[config.mk]
export PLATFORM = sky130hd
export DESIGN_NAME = switch_top
export DESIGN_NICKNAME = d
export VERILOG_FILES = /design/src/switch_pkg.sv /design/src/voq.sv /design/src/free_list.sv /design/src/cell_buffer.sv /design/src/egress_sched.sv /design/src/switch_csr.sv /design/src/switch_top.sv
export SDC_FILE = /design/constraint.sdc
export NUM_CORES = 1
export LEC_CHECK = 0
export BUFFER_PORTS_ARGS = -buffer_cell sky130_fd_sc_hd__buf_2
export CAP_MARGIN = 20
export CORE_MARGIN = 4
export CORE_UTILIZATION = 25
export CTS_BUF_LIST = sky130_fd_sc_hd__clkbuf_16
export DETAILED_ROUTE_END_ITERATION = 8
export GPL_TIMING_DRIVEN = 0
export SYNTH_ARGS = -nofsm -noshare
export SYNTH_HDL_FRONTEND = slang
export SYNTH_SLANG_ARGS = --single-unit
[constraint.sdc]
create_clock -name clk -period 4.1 [get_ports clk]
set_input_delay 0.41 -clock clk [delete_from_list [all_inputs] [get_ports clk]]
set_output_delay 0.41 -clock clk [all_outputs]
set_load 0.005 [all_outputs]
[src/switch_pkg.sv]
`default_nettype none

package switch_pkg;

    // ****************************************
    // Switch geometry
    // ****************************************
    localparam int N_PORTS   = 4;
    localparam int PORT_W    = 2;
    localparam int VOQ_DEPTH = 4;

    // Every VOQ can be full at once without draining the free list.
    localparam int BUF_DEPTH = N_PORTS * VOQ_DEPTH;
    localparam int ADDR_W    = 4;
    localparam int DATA_W    = 32;

    // ****************************************
    // Register map
    // ****************************************
    localparam int CNT_W      = 16;
    localparam int CSR_ADDR_W = 3;

    localparam logic [CSR_ADDR_W-1:0] CSR_ENABLE    = 3'd0;
    // Drop counters of ports 1 to 3 follow this one.
    localparam logic [CSR_ADDR_W-1:0] CSR_DROP_BASE = 3'd4;

endpackage

`default_nettype wire

[src/voq.sv]
`default_nettype none

module voq (
    input  wire logic                           clk,
    input  wire logic                           rst_n,
    input  wire logic                           write_req_i,
    input  wire logic [switch_pkg::ADDR_W-1:0]  ptr_i,
    input  wire logic                           read_req_i,
    output logic      [switch_pkg::ADDR_W-1:0]  ptr_o,
    output logic                                ptr_valid_o,
    output logic                                empty_o,
    output logic                                full_o
);

    typedef enum logic [1:0] {
        ST_EMPTY,
        ST_NORMAL,
        ST_FULL
    } state_t;

    state_t state;

    logic [$clog2(switch_pkg::VOQ_DEPTH)-1:0] rd_idx;
    logic [$clog2(switch_pkg::VOQ_DEPTH)-1:0] wr_idx;
    logic [$clog2(switch_pkg::VOQ_DEPTH)-1:0] rd_idx_nxt;
    logic [$clog2(switch_pkg::VOQ_DEPTH)-1:0] wr_idx_nxt;
    logic [switch_pkg::ADDR_W-1:0]            ptr_table [switch_pkg::VOQ_DEPTH];

    logic bypass;
    logic push;
    logic pop;

    assign empty_o = (state == ST_EMPTY);
    assign full_o  = (state == ST_FULL);

    assign rd_idx_nxt = rd_idx + 1'b1;
    assign wr_idx_nxt = wr_idx + 1'b1;

    // A pointer written into an empty queue while it is read goes straight out.
    assign bypass = empty_o && write_req_i && read_req_i;
    assign push   = write_req_i && !bypass && (!full_o || read_req_i);
    assign pop    = read_req_i && !empty_o;

    always_ff @(posedge clk or negedge rst_n) begin
        if (!rst_n) begin
            state       <= ST_EMPTY;
            rd_idx      <= '0;
            wr_idx      <= '0;
            ptr_valid_o <= 1'b0;
        end else begin
            ptr_valid_o <= bypass || pop;
            if (push) begin
                wr_idx <= wr_idx_nxt;
            end
            if (pop) begin
                rd_idx <= rd_idx_nxt;
            end
            case (state)
                ST_EMPTY: begin
                    if (push) begin
                        state <= ST_NORMAL;
                    end
                end
                ST_NORMAL: begin
                    if (push && !pop && wr_idx_nxt == rd_idx) begin
                        state <= ST_FULL;
                    end else if (pop && !push && rd_idx_nxt == wr_idx) begin
                        state <= ST_EMPTY;
                    end
                end
                ST_FULL: begin
                    if (pop && !push) begin
                        state <= ST_NORMAL;
                    end
                end
                default: state <= ST_EMPTY;
            endcase
        end
    end

    always_ff @(posedge clk) begin
        if (push) begin
            ptr_table[wr_idx] <= ptr_i;
        end
        if (bypass) begin
            ptr_o <= ptr_i;
        end else if (pop) begin
            ptr_o <= ptr_table[rd_idx];
        end
    end

    a_no_read_empty: assert property (@(posedge clk) disable iff (!rst_n)
        (read_req_i && empty_o) |-> write_req_i);

    a_no_write_full: assert property (@(posedge clk) disable iff (!rst_n)
        (write_req_i && full_o) |-> read_req_i);

endmodule

`default_nettype wire

[src/free_list.sv]
`default_nettype none

module free_list (
    input  wire logic                           clk,
    input  wire logic                           rst_n,
    input  wire logic                           alloc_i,
    output logic      [switch_pkg::ADDR_W-1:0]  alloc_addr_o,
    input  wire logic                           free_i,
    input  wire logic [switch_pkg::ADDR_W-1:0]  free_addr_i,
    output logic                                empty_o
);

    // Circular FIFO of unused buffer addresses. Head and tail wrap at BUF_DEPTH.
    logic [switch_pkg::ADDR_W-1:0] pool [switch_pkg::BUF_DEPTH];
    logic [switch_pkg::ADDR_W-1:0] head_q;
    logic [switch_pkg::ADDR_W-1:0] tail_q;
    logic [switch_pkg::ADDR_W:0]   count_q;

    assign alloc_addr_o = pool[head_q];
    assign empty_o      = (count_q == '0);

    // ****************************************
    // Pool update
    // ****************************************
    always_ff @(posedge clk or negedge rst_n) begin
        if (!rst_n) begin
            // Every buffer address starts out free, in ascending order.
            for (int i = 0; i < switch_pkg::BUF_DEPTH; i++) begin
                pool[i] <= switch_pkg::ADDR_W'(i);
            end
            head_q  <= '0;
            tail_q  <= '0;
            count_q <= (switch_pkg::ADDR_W + 1)'(switch_pkg::BUF_DEPTH);
        end else begin
            if (free_i) begin
                pool[tail_q] <= free_addr_i;
                tail_q       <= tail_q + 1'b1;
            end
            if (alloc_i) begin
                head_q <= head_q + 1'b1;
            end
            case ({alloc_i, free_i})
                2'b10: count_q <= count_q - 1'b1;
                2'b01: count_q <= count_q + 1'b1;
                default: count_q <= count_q;
            endcase
        end
    end

    a_no_alloc_empty: assert property (@(posedge clk) disable iff (!rst_n)
        alloc_i |-> !empty_o);

    // A returned address must have been handed out before.
    a_no_overfill: assert property (@(posedge clk) disable iff (!rst_n)
        (free_i && !alloc_i) |-> (count_q < switch_pkg::BUF_DEPTH));

endmodule

`default_nettype wire

[src/cell_buffer.sv]
`default_nettype none

module cell_buffer (
    input  wire logic                           clk,
    input  wire logic                           wr_en_i,
    input  wire logic [switch_pkg::ADDR_W-1:0]  wr_addr_i,
    input  wire logic [switch_pkg::DATA_W-1:0]  wr_data_i,
    input  wire logic [switch_pkg::ADDR_W-1:0]  rd_addr_i,
    output logic      [switch_pkg::DATA_W-1:0]  rd_data_o
);

    logic [switch_pkg::DATA_W-1:0] mem [switch_pkg::BUF_DEPTH];

    always_ff @(posedge clk) begin
        if (wr_en_i) begin
            mem[wr_addr_i] <= wr_data_i;
        end
    end

    // The read is registered, so data appears one cycle after the address.
    always_ff @(posedge clk) begin
        rd_data_o <= mem[rd_addr_i];
    end

endmodule

`default_nettype wire

[src/egress_sched.sv]
`default_nettype none

module egress_sched (
    input  wire logic                            clk,
    input  wire logic                            rst_n,
    input  wire logic [switch_pkg::N_PORTS-1:0]  empty_i,
    input  wire logic [switch_pkg::N_PORTS-1:0]  enable_i,
    output logic      [switch_pkg::N_PORTS-1:0]  grant_o
);

    logic [switch_pkg::N_PORTS-1:0] eligible;
    logic [switch_pkg::PORT_W-1:0]  start_q;
    logic [switch_pkg::PORT_W-1:0]  grant_port;

    assign eligible = enable_i & ~empty_i;

    // ****************************************
    // Rotating priority search
    // ****************************************
    // The search begins at start_q and wraps, since N_PORTS fills the PORT_W range.
    always_comb begin
        logic                          found;
        logic [switch_pkg::PORT_W-1:0] idx;
        found      = 1'b0;
        idx        = '0;
        grant_o    = '0;
        grant_port = start_q;
        for (int k = 0; k < switch_pkg::N_PORTS; k++) begin
            idx = start_q + switch_pkg::PORT_W'(k);
            if (!found && eligible[idx]) begin
                found         = 1'b1;
                grant_o[idx]  = 1'b1;
                grant_port    = idx;
            end
        end
    end

    // Next search starts one past the port just served.
    always_ff @(posedge clk or negedge rst_n) begin
        if (!rst_n) begin
            start_q <= '0;
        end else if (|grant_o) begin
            start_q <= grant_port + 1'b1;
        end
    end

    a_grant_onehot: assert property (@(posedge clk) disable iff (!rst_n)
        $onehot0(grant_o));

endmodule

`default_nettype wire

[src/switch_csr.sv]
`default_nettype none

module switch_csr (
    input  wire logic                               clk,
    input  wire logic                               rst_n,
    input  wire logic                               cfg_we_i,
    input  wire logic [switch_pkg::CSR_ADDR_W-1:0]  cfg_addr_i,
    input  wire logic [switch_pkg::N_PORTS-1:0]     cfg_wdata_i,
    output logic      [switch_pkg::CNT_W-1:0]       cfg_rdata_o,
    input  wire logic                               drop_i,
    input  wire logic [switch_pkg::PORT_W-1:0]      drop_port_i,
    output logic      [switch_pkg::N_PORTS-1:0]     enable_o
);

    logic [switch_pkg::N_PORTS-1:0] enable_q;
    logic [switch_pkg::CNT_W-1:0]   drop_cnt [switch_pkg::N_PORTS];
    logic [switch_pkg::PORT_W-1:0]  rd_port;

    assign enable_o = enable_q;
    assign rd_port  = switch_pkg::PORT_W'(cfg_addr_i - switch_pkg::CSR_DROP_BASE);

    // ****************************************
    // Enable mask
    // ****************************************
    always_ff @(posedge clk or negedge rst_n) begin
        if (!rst_n) begin
            enable_q <= '1;
        end else if (cfg_we_i && cfg_addr_i == switch_pkg::CSR_ENABLE) begin
            enable_q <= cfg_wdata_i;
        end
    end

    // ****************************************
    // Drop counters
    // ****************************************
    // Counters stick at their maximum value.
    always_ff @(posedge clk or negedge rst_n) begin
        if (!rst_n) begin
            for (int p = 0; p < switch_pkg::N_PORTS; p++) begin
                drop_cnt[p] <= '0;
            end
        end else begin
            for (int p = 0; p < switch_pkg::N_PORTS; p++) begin
                if (drop_i && drop_port_i == switch_pkg::PORT_W'(p) && drop_cnt[p] != '1) begin
                    drop_cnt[p] <= drop_cnt[p] + 1'b1;
                end
            end
        end
    end

    // Unmapped addresses read as zero.
    always_comb begin
        cfg_rdata_o = '0;
        if (cfg_addr_i == switch_pkg::CSR_ENABLE) begin
            cfg_rdata_o = switch_pkg::CNT_W'(enable_q);
        end else if (cfg_addr_i >= switch_pkg::CSR_DROP_BASE) begin
            cfg_rdata_o = drop_cnt[rd_port];
        end
    end

endmodule

`default_nettype wire

[src/switch_top.sv]
`default_nettype none

module switch_top (
    input  wire logic                               clk,
    input  wire logic                               rst_n,
    input  wire logic                               cell_valid_i,
    input  wire logic [switch_pkg::PORT_W-1:0]      cell_dest_i,
    input  wire logic [switch_pkg::DATA_W-1:0]      cell_data_i,
    output logic                                    drop_o,
    output logic      [switch_pkg::PORT_W-1:0]      drop_port_o,
    output logic                                    out_valid_o,
    output logic      [switch_pkg::PORT_W-1:0]      out_port_o,
    output logic      [switch_pkg::DATA_W-1:0]      out_data_o,
    input  wire logic                               cfg_we_i,
    input  wire logic [switch_pkg::CSR_ADDR_W-1:0]  cfg_addr_i,
    input  wire logic [switch_pkg::N_PORTS-1:0]     cfg_wdata_i,
    output logic      [switch_pkg::CNT_W-1:0]       cfg_rdata_o
);

    logic [switch_pkg::N_PORTS-1:0] voq_empty;
    logic [switch_pkg::N_PORTS-1:0] voq_full;
    logic [switch_pkg::N_PORTS-1:0] voq_ptr_valid;
    logic [switch_pkg::N_PORTS-1:0] voq_wr_req;
    logic [switch_pkg::N_PORTS-1:0] grant;
    logic [switch_pkg::N_PORTS-1:0] enable;
    logic [switch_pkg::ADDR_W-1:0]  voq_ptr [switch_pkg::N_PORTS];

    logic                          accept;
    logic                          fl_empty;
    logic [switch_pkg::ADDR_W-1:0] alloc_addr;
    logic [switch_pkg::ADDR_W-1:0] egress_addr;
    logic [switch_pkg::PORT_W-1:0] grant_port;
    logic                          s1_valid;
    logic [switch_pkg::PORT_W-1:0] s1_port;

    // ****************************************
    // Ingress
    // ****************************************
    assign accept      = cell_valid_i && !voq_full[cell_dest_i] && !fl_empty;
    assign drop_o      = cell_valid_i && !accept;
    assign drop_port_o = cell_dest_i;

    free_list u_free_list (
        .clk          (clk),
        .rst_n        (rst_n),
        .alloc_i      (accept),
        .alloc_addr_o (alloc_addr),
        .free_i       (s1_valid),
        .free_addr_i  (egress_addr),
        .empty_o      (fl_empty)
    );

    cell_buffer u_cell_buffer (
        .clk       (clk),
        .wr_en_i   (accept),
        .wr_addr_i (alloc_addr),
        .wr_data_i (cell_data_i),
        .rd_addr_i (egress_addr),
        .rd_data_o (out_data_o)
    );

    for (genvar p = 0; p < switch_pkg::N_PORTS; p++) begin : g_voq
        assign voq_wr_req[p] = accept && (cell_dest_i == switch_pkg::PORT_W'(p));

        voq u_voq (
            .clk         (clk),
            .rst_n       (rst_n),
            .write_req_i (voq_wr_req[p]),
            .ptr_i       (alloc_addr),
            .read_req_i  (grant[p]),
            .ptr_o       (voq_ptr[p]),
            .ptr_valid_o (voq_ptr_valid[p]),
            .empty_o     (voq_empty[p]),
            .full_o      (voq_full[p])
        );
    end

    // ****************************************
    // Egress
    // ****************************************
    egress_sched u_egress_sched (
        .clk      (clk),
        .rst_n    (rst_n),
        .empty_i  (voq_empty),
        .enable_i (enable),
        .grant_o  (grant)
    );

    switch_csr u_switch_csr (
        .clk         (clk),
        .rst_n       (rst_n),
        .cfg_we_i    (cfg_we_i),
        .cfg_addr_i  (cfg_addr_i),
        .cfg_wdata_i (cfg_wdata_i),
        .cfg_rdata_o (cfg_rdata_o),
        .drop_i      (drop_o),
        .drop_port_i (drop_port_o),
        .enable_o    (enable)
    );

    always_comb begin
        grant_port = '0;
        for (int p = 0; p < switch_pkg::N_PORTS; p++) begin
            if (grant[p]) begin
                grant_port = switch_pkg::PORT_W'(p);
            end
        end
    end

    // The pointer popped by last cycle's grant addresses the buffer and is recycled.
    assign egress_addr = voq_ptr[s1_port];

    always_ff @(posedge clk or negedge rst_n) begin
        if (!rst_n) begin
            s1_valid    <= 1'b0;
            out_valid_o <= 1'b0;
        end else begin
            s1_valid    <= |grant;
            out_valid_o <= s1_valid;
        end
    end

    always_ff @(posedge clk) begin
        s1_port    <= grant_port;
        out_port_o <= s1_port;
    end

    // The granted VOQ, and only that one, presents its pointer in the next cycle.
    a_ptr_follows_grant: assert property (@(posedge clk) disable iff (!rst_n)
        (|grant) |=> (voq_ptr_valid == $past(grant)));

endmodule

`default_nettype wire

# Word-level counts from Yosys, hierarchy flattened
# Memories as Yosys holds them, arrays and structs flattened. A register that Yosys moved wholly into a read port is not among the register bits.
# Cells that the tools add are included.
[classes]
add_sub_neg = 21
mul = 0
n_div = 0
order_cmp = 15
eq_ne = 37
shift = 0
muxes = 75
n_bitwise = 9
n_reduce_logical = 108
[op_table]
columns = ["cell", "n"]
rows = [
  ["$add 16x1->16 const B", 4],
  ["$bwmux 64", 1],
  ["$mux 16", 4],
  ["$ne 16x16->1 const B", 4],
  ["$logic_and 1x1->1", 60],
  ["$mux 2", 19],
  ["$mux 4", 9],
  ["$bmux 16 s2", 1],
  ["$logic_not 1->1", 26],
  ["$mux 1", 24],
  ["$pmux 2 s3", 4],
  ["$add 2x1->2 const B", 10],
  ["$bmux 4 s4", 1],
  ["$demux 4 s4", 1],
  ["$eq 2x2->1", 8],
  ["$ne 2x2->1 const B", 8],
  ["$lt 2x3->1 const B", 5],
  ["$eq 2x2->1 const B", 7],
  ["$eq 2x1->1 const B", 6],
  ["$ne 3x1->1 const B", 4],
  ["$or 4x4->4", 3],
  ["$reduce_and 3->1", 4],
  ["$bmux 1 s2", 5],
  ["$ge 5x5->1 const B", 2],
  ["other kinds (22)", 45],
]
[word_totals]
ff_bits = 177
latch_bits = 0
mem_bits_rw = 576
mem_bits_ro = 0
inputBits = 45
output_inout_bits = 54
elab_cells = 312
mem_count = 5
[mem_list]
columns = ["memory", "depth", "width", "read_ports", "rd_ports_with_merged_regs", "write_ports", "line", "text"]
rows = [
  ["u_cell_buffer.mem", 16, 32, 1, 1, 1, "cell_buffer.sv:12", "logic [switch_pkg::DATA_W-1:0] mem [switch_pkg::BUF_DEPTH];"],
  ["g_voq[0].u_voq.ptr_table", 4, 4, 1, 1, 1, "voq.sv:27", "logic [switch_pkg::ADDR_W-1:0] ptr_table [switch_pkg::VOQ_DEPTH];"],
  ["g_voq[1].u_voq.ptr_table", 4, 4, 1, 1, 1, "voq.sv:27", ""],
  ["g_voq[2].u_voq.ptr_table", 4, 4, 1, 1, 1, "voq.sv:27", ""],
  ["g_voq[3].u_voq.ptr_table", 4, 4, 1, 1, 1, "voq.sv:27", ""],
]

# Longest topological paths before layout
[depth]
ltp_word = 25
depth_mapped = 13
mapped_depth_nobuf = 12

# Modules after synthesis
# A second synthesis with hierarchy kept.
[unflattened]
hier_cells = 1870
area_unflattened_um2 = 33342.0
[by_module_without_submodules]
columns = ["module", "instances", "cells_each", "area_per_inst_um2", "seq_area_each_um2"]
rows = [
  ["cell_buffer", 1, 838, 19854.0, 16015.4],
  ["switch_csr", 1, 345, 3817.4, 1706.6],
  ["free_list", 1, 263, 3763.6, 1968.1],
  ["voq (g_voq[1].u_voq ...)", 3, 82, 1246.2, 775.7],
  ["voq (g_voq[0].u_voq)", 1, 82, 1247.4, 775.7],
  ["egress_sched", 1, 65, 541.8, 50.0],
  ["switch_top", 1, 31, 379.1, 130.1],
]

# Worst setup path after synthesis
# No wires, ideal clock.
[synth_timing]
kind = "flip-flop to flip-flop"
startpoint = "reg u_free_list.head_q[0] (netlist bit)"
endpoint = "mem u_cell_buffer.mem[4][0] (netlist bit) (enable)"
setup_ps = 421
t_arrival_ps = 3713
required_time_ps = 3679
slack_ps = -34
stages_incl_launch_ff = 7
n_path_buf = 2
synth_period_minus_slack_ps = 4134
cell_sequence = "dfrtp_1 -> buf_2 -> buf_2 -> mux4_2 -> mux4_2 -> or2_1 -> nor2_1"
[synth_between]
elab_chain_cells = 4
[synth_lines]
columns = ["element", "line", "text"]
rows = [
  ["from (decl)", "free_list.sv:15", "logic [switch_pkg::ADDR_W-1:0] head_q;"],
  ["from (signal assigned)", "free_list.sv:40", "head_q <= head_q + 1'b1;"],
  ["$not 4->5 (implied by the code)", "free_list.sv:19", "assign alloc_addr_o = pool[head_q];"],
  ["$bmux 4 s4", "free_list.sv:19", ""],
  ["$mux 4 (implied by the code) (2 in series)", "free_list.sv:19", ""],
  ["via alloc_addr (one bit)", "switch_top.sv:30", "logic [switch_pkg::ADDR_W-1:0] alloc_addr;"],
  ["to (decl)", "cell_buffer.sv:12", ""],
]
# The timed path passes the listed nets, and every way through them passes these cells. The select of a mux whose other input is x is not followed.

# Final worst setup path
[layout_timing]
startpoint = "reg u_free_list.head_q[1] (netlist bit)"
endpoint = "mem u_cell_buffer.mem[3][19] (netlist bit) (enable)"
# The elaborated chain is that of the path after synthesis.

==> flow_metrics.tcl <==
set metrics [dict create \
    max-vdd-ir-drop_uv 525 \
    pre_cts_slack_ns -0.393 \
    drtIter0Drc 1370 \
    fin_ws_ns 0.174 \
    htreeDepth 3 \
    final_hold_viol_count 0 \
    pwr_density_cell_nw_per_um2 802 \
    clk-insertion-delay-late_ns 0.67 \
    drt_wl_total_um 76800 \
    critical_path.startpoint "u_free_list.head_q[1]" \
    synth-seq-cells 801 \
    cpMaxStageDelayCell "or3_1" \
    ios 99 \
    grt_max_degree 108 \
    grtUsageTotal_pct 11.1 \
    leakage_nw 13.6 \
    start_util_pct 25.3 \
    path_cells "clkbuf_1 > mux4_2 > mux4_2 > or3_1 > nor2_4 > buf_12" \
    dr_total_vias 17600 \
    cp-endpoint "u_cell_buffer.mem[3][19]" \
    gp_congestion 0.805 \
    min_period_ns 3.93 \
    timing.rr.start "u_free_list.head_q[1]" \
    path_class "flop to flop" \
    dr_wl_met2_um 36600 \
    gr-total-overflow 0 \
    grt_pass1_wl_um 116000 \
    p_total_w 0.0315 \
    final_max_slew_viol_count 0 \
    grt_pass1_vias 18000 \
    cp-end-kind "flop" \
    highest-signal-layer "met5" \
    crit_arrival_ns 4.27 \
    cts_sinks 801 \
    yosysWarnings 0 \
    cp.required_ns 4.45 \
    die_area_sq_um 138000 \
    max_freq_mhz 255 \
    synth_top_area_share_pct 53.9 \
    setup_viol 0 \
    core_area_sq_um 130000 \
    startpoint_type "flop" \
    timing.rr.end "u_cell_buffer.mem[3][19]" \
    drtPass1Iterations 5 \
    syn2layout_area_growth_pct 19.0 \
    netlist_top_cells_area "edfxtp_1 (54%), mux4_2 (12%), dfrtp_1 (10%)" \
    antenna_found_initial 14 \
    die_y_um 371 \
    fin_nets 2230 \
    syn_inst 1921 \
    port-buffer-count 95 \
    synth.distinct_cells 75 \
    async_reset_ff_share_pct 21.6 \
    synthFlopType "edfxtp_1" \
    relSlewSlack_pct 37.4 \
    rrSetupSlack_ns 0.17 \
    dp_hpwl_um 50600 \
    min_path_type "input port to flop" \
    wl_met1_um 33700 \
    worstPathMaxFanout 21 \
    drive_above_1_share_pct 27.0 \
    drtAntennaViolNets 0 \
    ff2ff_path_depth 6 \
    status "complete, no violations" \
    holdWs_ns 0.122 \
    ys_seq_area_share_pct 69.4 \
    viasPerCell 4.45 \
    clockBufferDepth 3 \
    num_rows 132 \
    tightest_slew_ns 0.934 \
    remaining_drc_errors 0 \
    crit_top_cell "mux4_2" \
    whs_path_depth 1 \
    wl_per_cell_um 19.4 \
    cts-root-buf "clkbuf_16" \
    cts_buffers 78 \
    synth-edff-count 592 \
    fin_worst_skew_ns 0.0726 \
    maxCapViolations 0 \
    met3_length_um 4890 \
    clkTransAtPathRegs_ns 0.07 \
    critPathMaxStageDelay_ns 0.73 \
    synthesis.area_sq_um 33000 \
    avgSynthCellArea_sq_um 17.2 \
    yosysTopAreaCell "edfxtp_1" \
    synthesis.nets 2004 \
    tritoncts "yes" \
    die_x_um 371 \
    post-route-period-util_pct 95.7 \
]
==> power breakdown <==
part | switching (W) | internal (W) | total [W]
clock | 0.00310 | 0.00404 | 0.00714
sequential | 0.000834 | 0.0114 | 0.0122
combinational | 0.00705 | 0.00508 | 0.0121
total | 0.0110 | 0.0205 | 0.0315
==> cell usage in the layout (no fill, tap or decap), types with 27 or more instances in the layout <==
master     Yosys  final
edfxtp_1     592    592
mux4_2       180    180
nand2_1      141    141
dfrtp_1      136    136
buf_2         33    127
clkbuf_16      0     79
nor2_1        85     69
inv_1         41     66
clkbuf_1      59     56
mux2_2        50     50
xor2_1        49     49
xnor2_1       47     47
and2_1        46     46
a31oi_1       38     38
o21ai_0       38     37
ha_1          37     37
dfstp_2       37     37
dfxtp_1       36     36
nand3_1       35     35
a211oi_1      34     34
nor3_1        27     27
==> flip-flops by register name, summed over array words and instances (netlist names), 4 cells and up <==
signal / count
u_cell_buffer.mem: 512
g_voq.u_voq.ptr_table: 64
u_free_list.pool: 64
u_switch_csr.drop_cnt: 64
u_cell_buffer.rd_data_o: 32
g_voq.u_voq.ptr_o: 16
g_voq.u_voq.rd_idx: 8
g_voq.u_voq.state: 8
g_voq.u_voq.wr_idx: 8
u_free_list.count_q: 5
u_free_list.head_q: 4
u_free_list.tail_q: 4
u_switch_csr.enable_o: 4
==> final cells by class <==
cell class / instances / area, sq um
Clock buffer: 79 / 1980
Timing Repair Buffer: 144 / 1370
Multi-Input combinational cell: 978 / 9640
Inverter: 45 / 169
Sequential cell: 801 / 22900
Buffer: 99 / 433
Fill cell: 12900 / 90900
Clock inverter: 65 / 578
Tap cell: 1742 / 2180
Antenna cell: 5 / 12.5
==> Yosys cell counts, drive strengths merged (41+ instances only) <==
cell type	number
mux2	60
buf	41
nor2	85
xor2	49
inv	44
clkbuf	59
mux4	180
nand2	141
o21ai	45
edfxtp	592
xnor2	47
dfrtp	136
and2	47
==> worst min path at each step <==
stage	from	end
after detailed placement	s1_port[1]	out_port_o[1]
after floorplan	rst_n	g_voq[0].u_voq.rd_idx[0]
after global routing	cell_data_i[30]	u_cell_buffer.mem[1][30]
final	cell_data_i[1]	u_cell_buffer.mem[9][1]
after CTS	cell_data_i[30]	u_cell_buffer.mem[4][30]
after global placement	s1_port[1]	out_port_o[1]
==> repair_timing <==
item / CTS / global route
hold buffers: 5 / 0
buffers inserted: 15 / 10
endpoints found under the setup margin: 377 / 100
hold endpoints to repair: 66 / 0
cloned: 3 / 0
resized for setup: 2 / 9
pin swaps: 11 / 3
==> metal layers <==
metal,track usage (%),up-vias
met1,15.1,9091
met2,18.0,489
met5,0,-
met3,2.55,125
li1,-,7906
met4,2.79,4
==> critical path: cells and delay by family, from the launching register on <==
family                 cells  cell delay, ns
buffers and inverters      2            0.77
DFF                        1            0.35
muxes                      2            1.12
and+or+nand+nor            2            1.35
==> metrics by stage <==
stage	cell area [sq um]	TNS [ns]	cells	utilization [%]
after CTS	39100	-4.97	3944	30.0
after global routing	39200	-0.0196	3953	30.1
after floorplan	33000	-2.94	1921	-
after detailed placement	36200	-64.72	3777	27.8
final	39200	0	3958	30.1
after global placement	35600	-1135.63	3758	27.4
==> logic make-up after synthesis <==
group	count (synthesis)	synth area share, %
DFF	801	69.4
and+or+nand+nor	413	6.12
muxes	256	14.9
AOI/OAI and AO/OA	172	3.76
buffers and inverters	145	1.81
xor gates and xnor gates	96	2.55
adders and majority gates	38	1.47
Power figures use the tool's default switching activity.
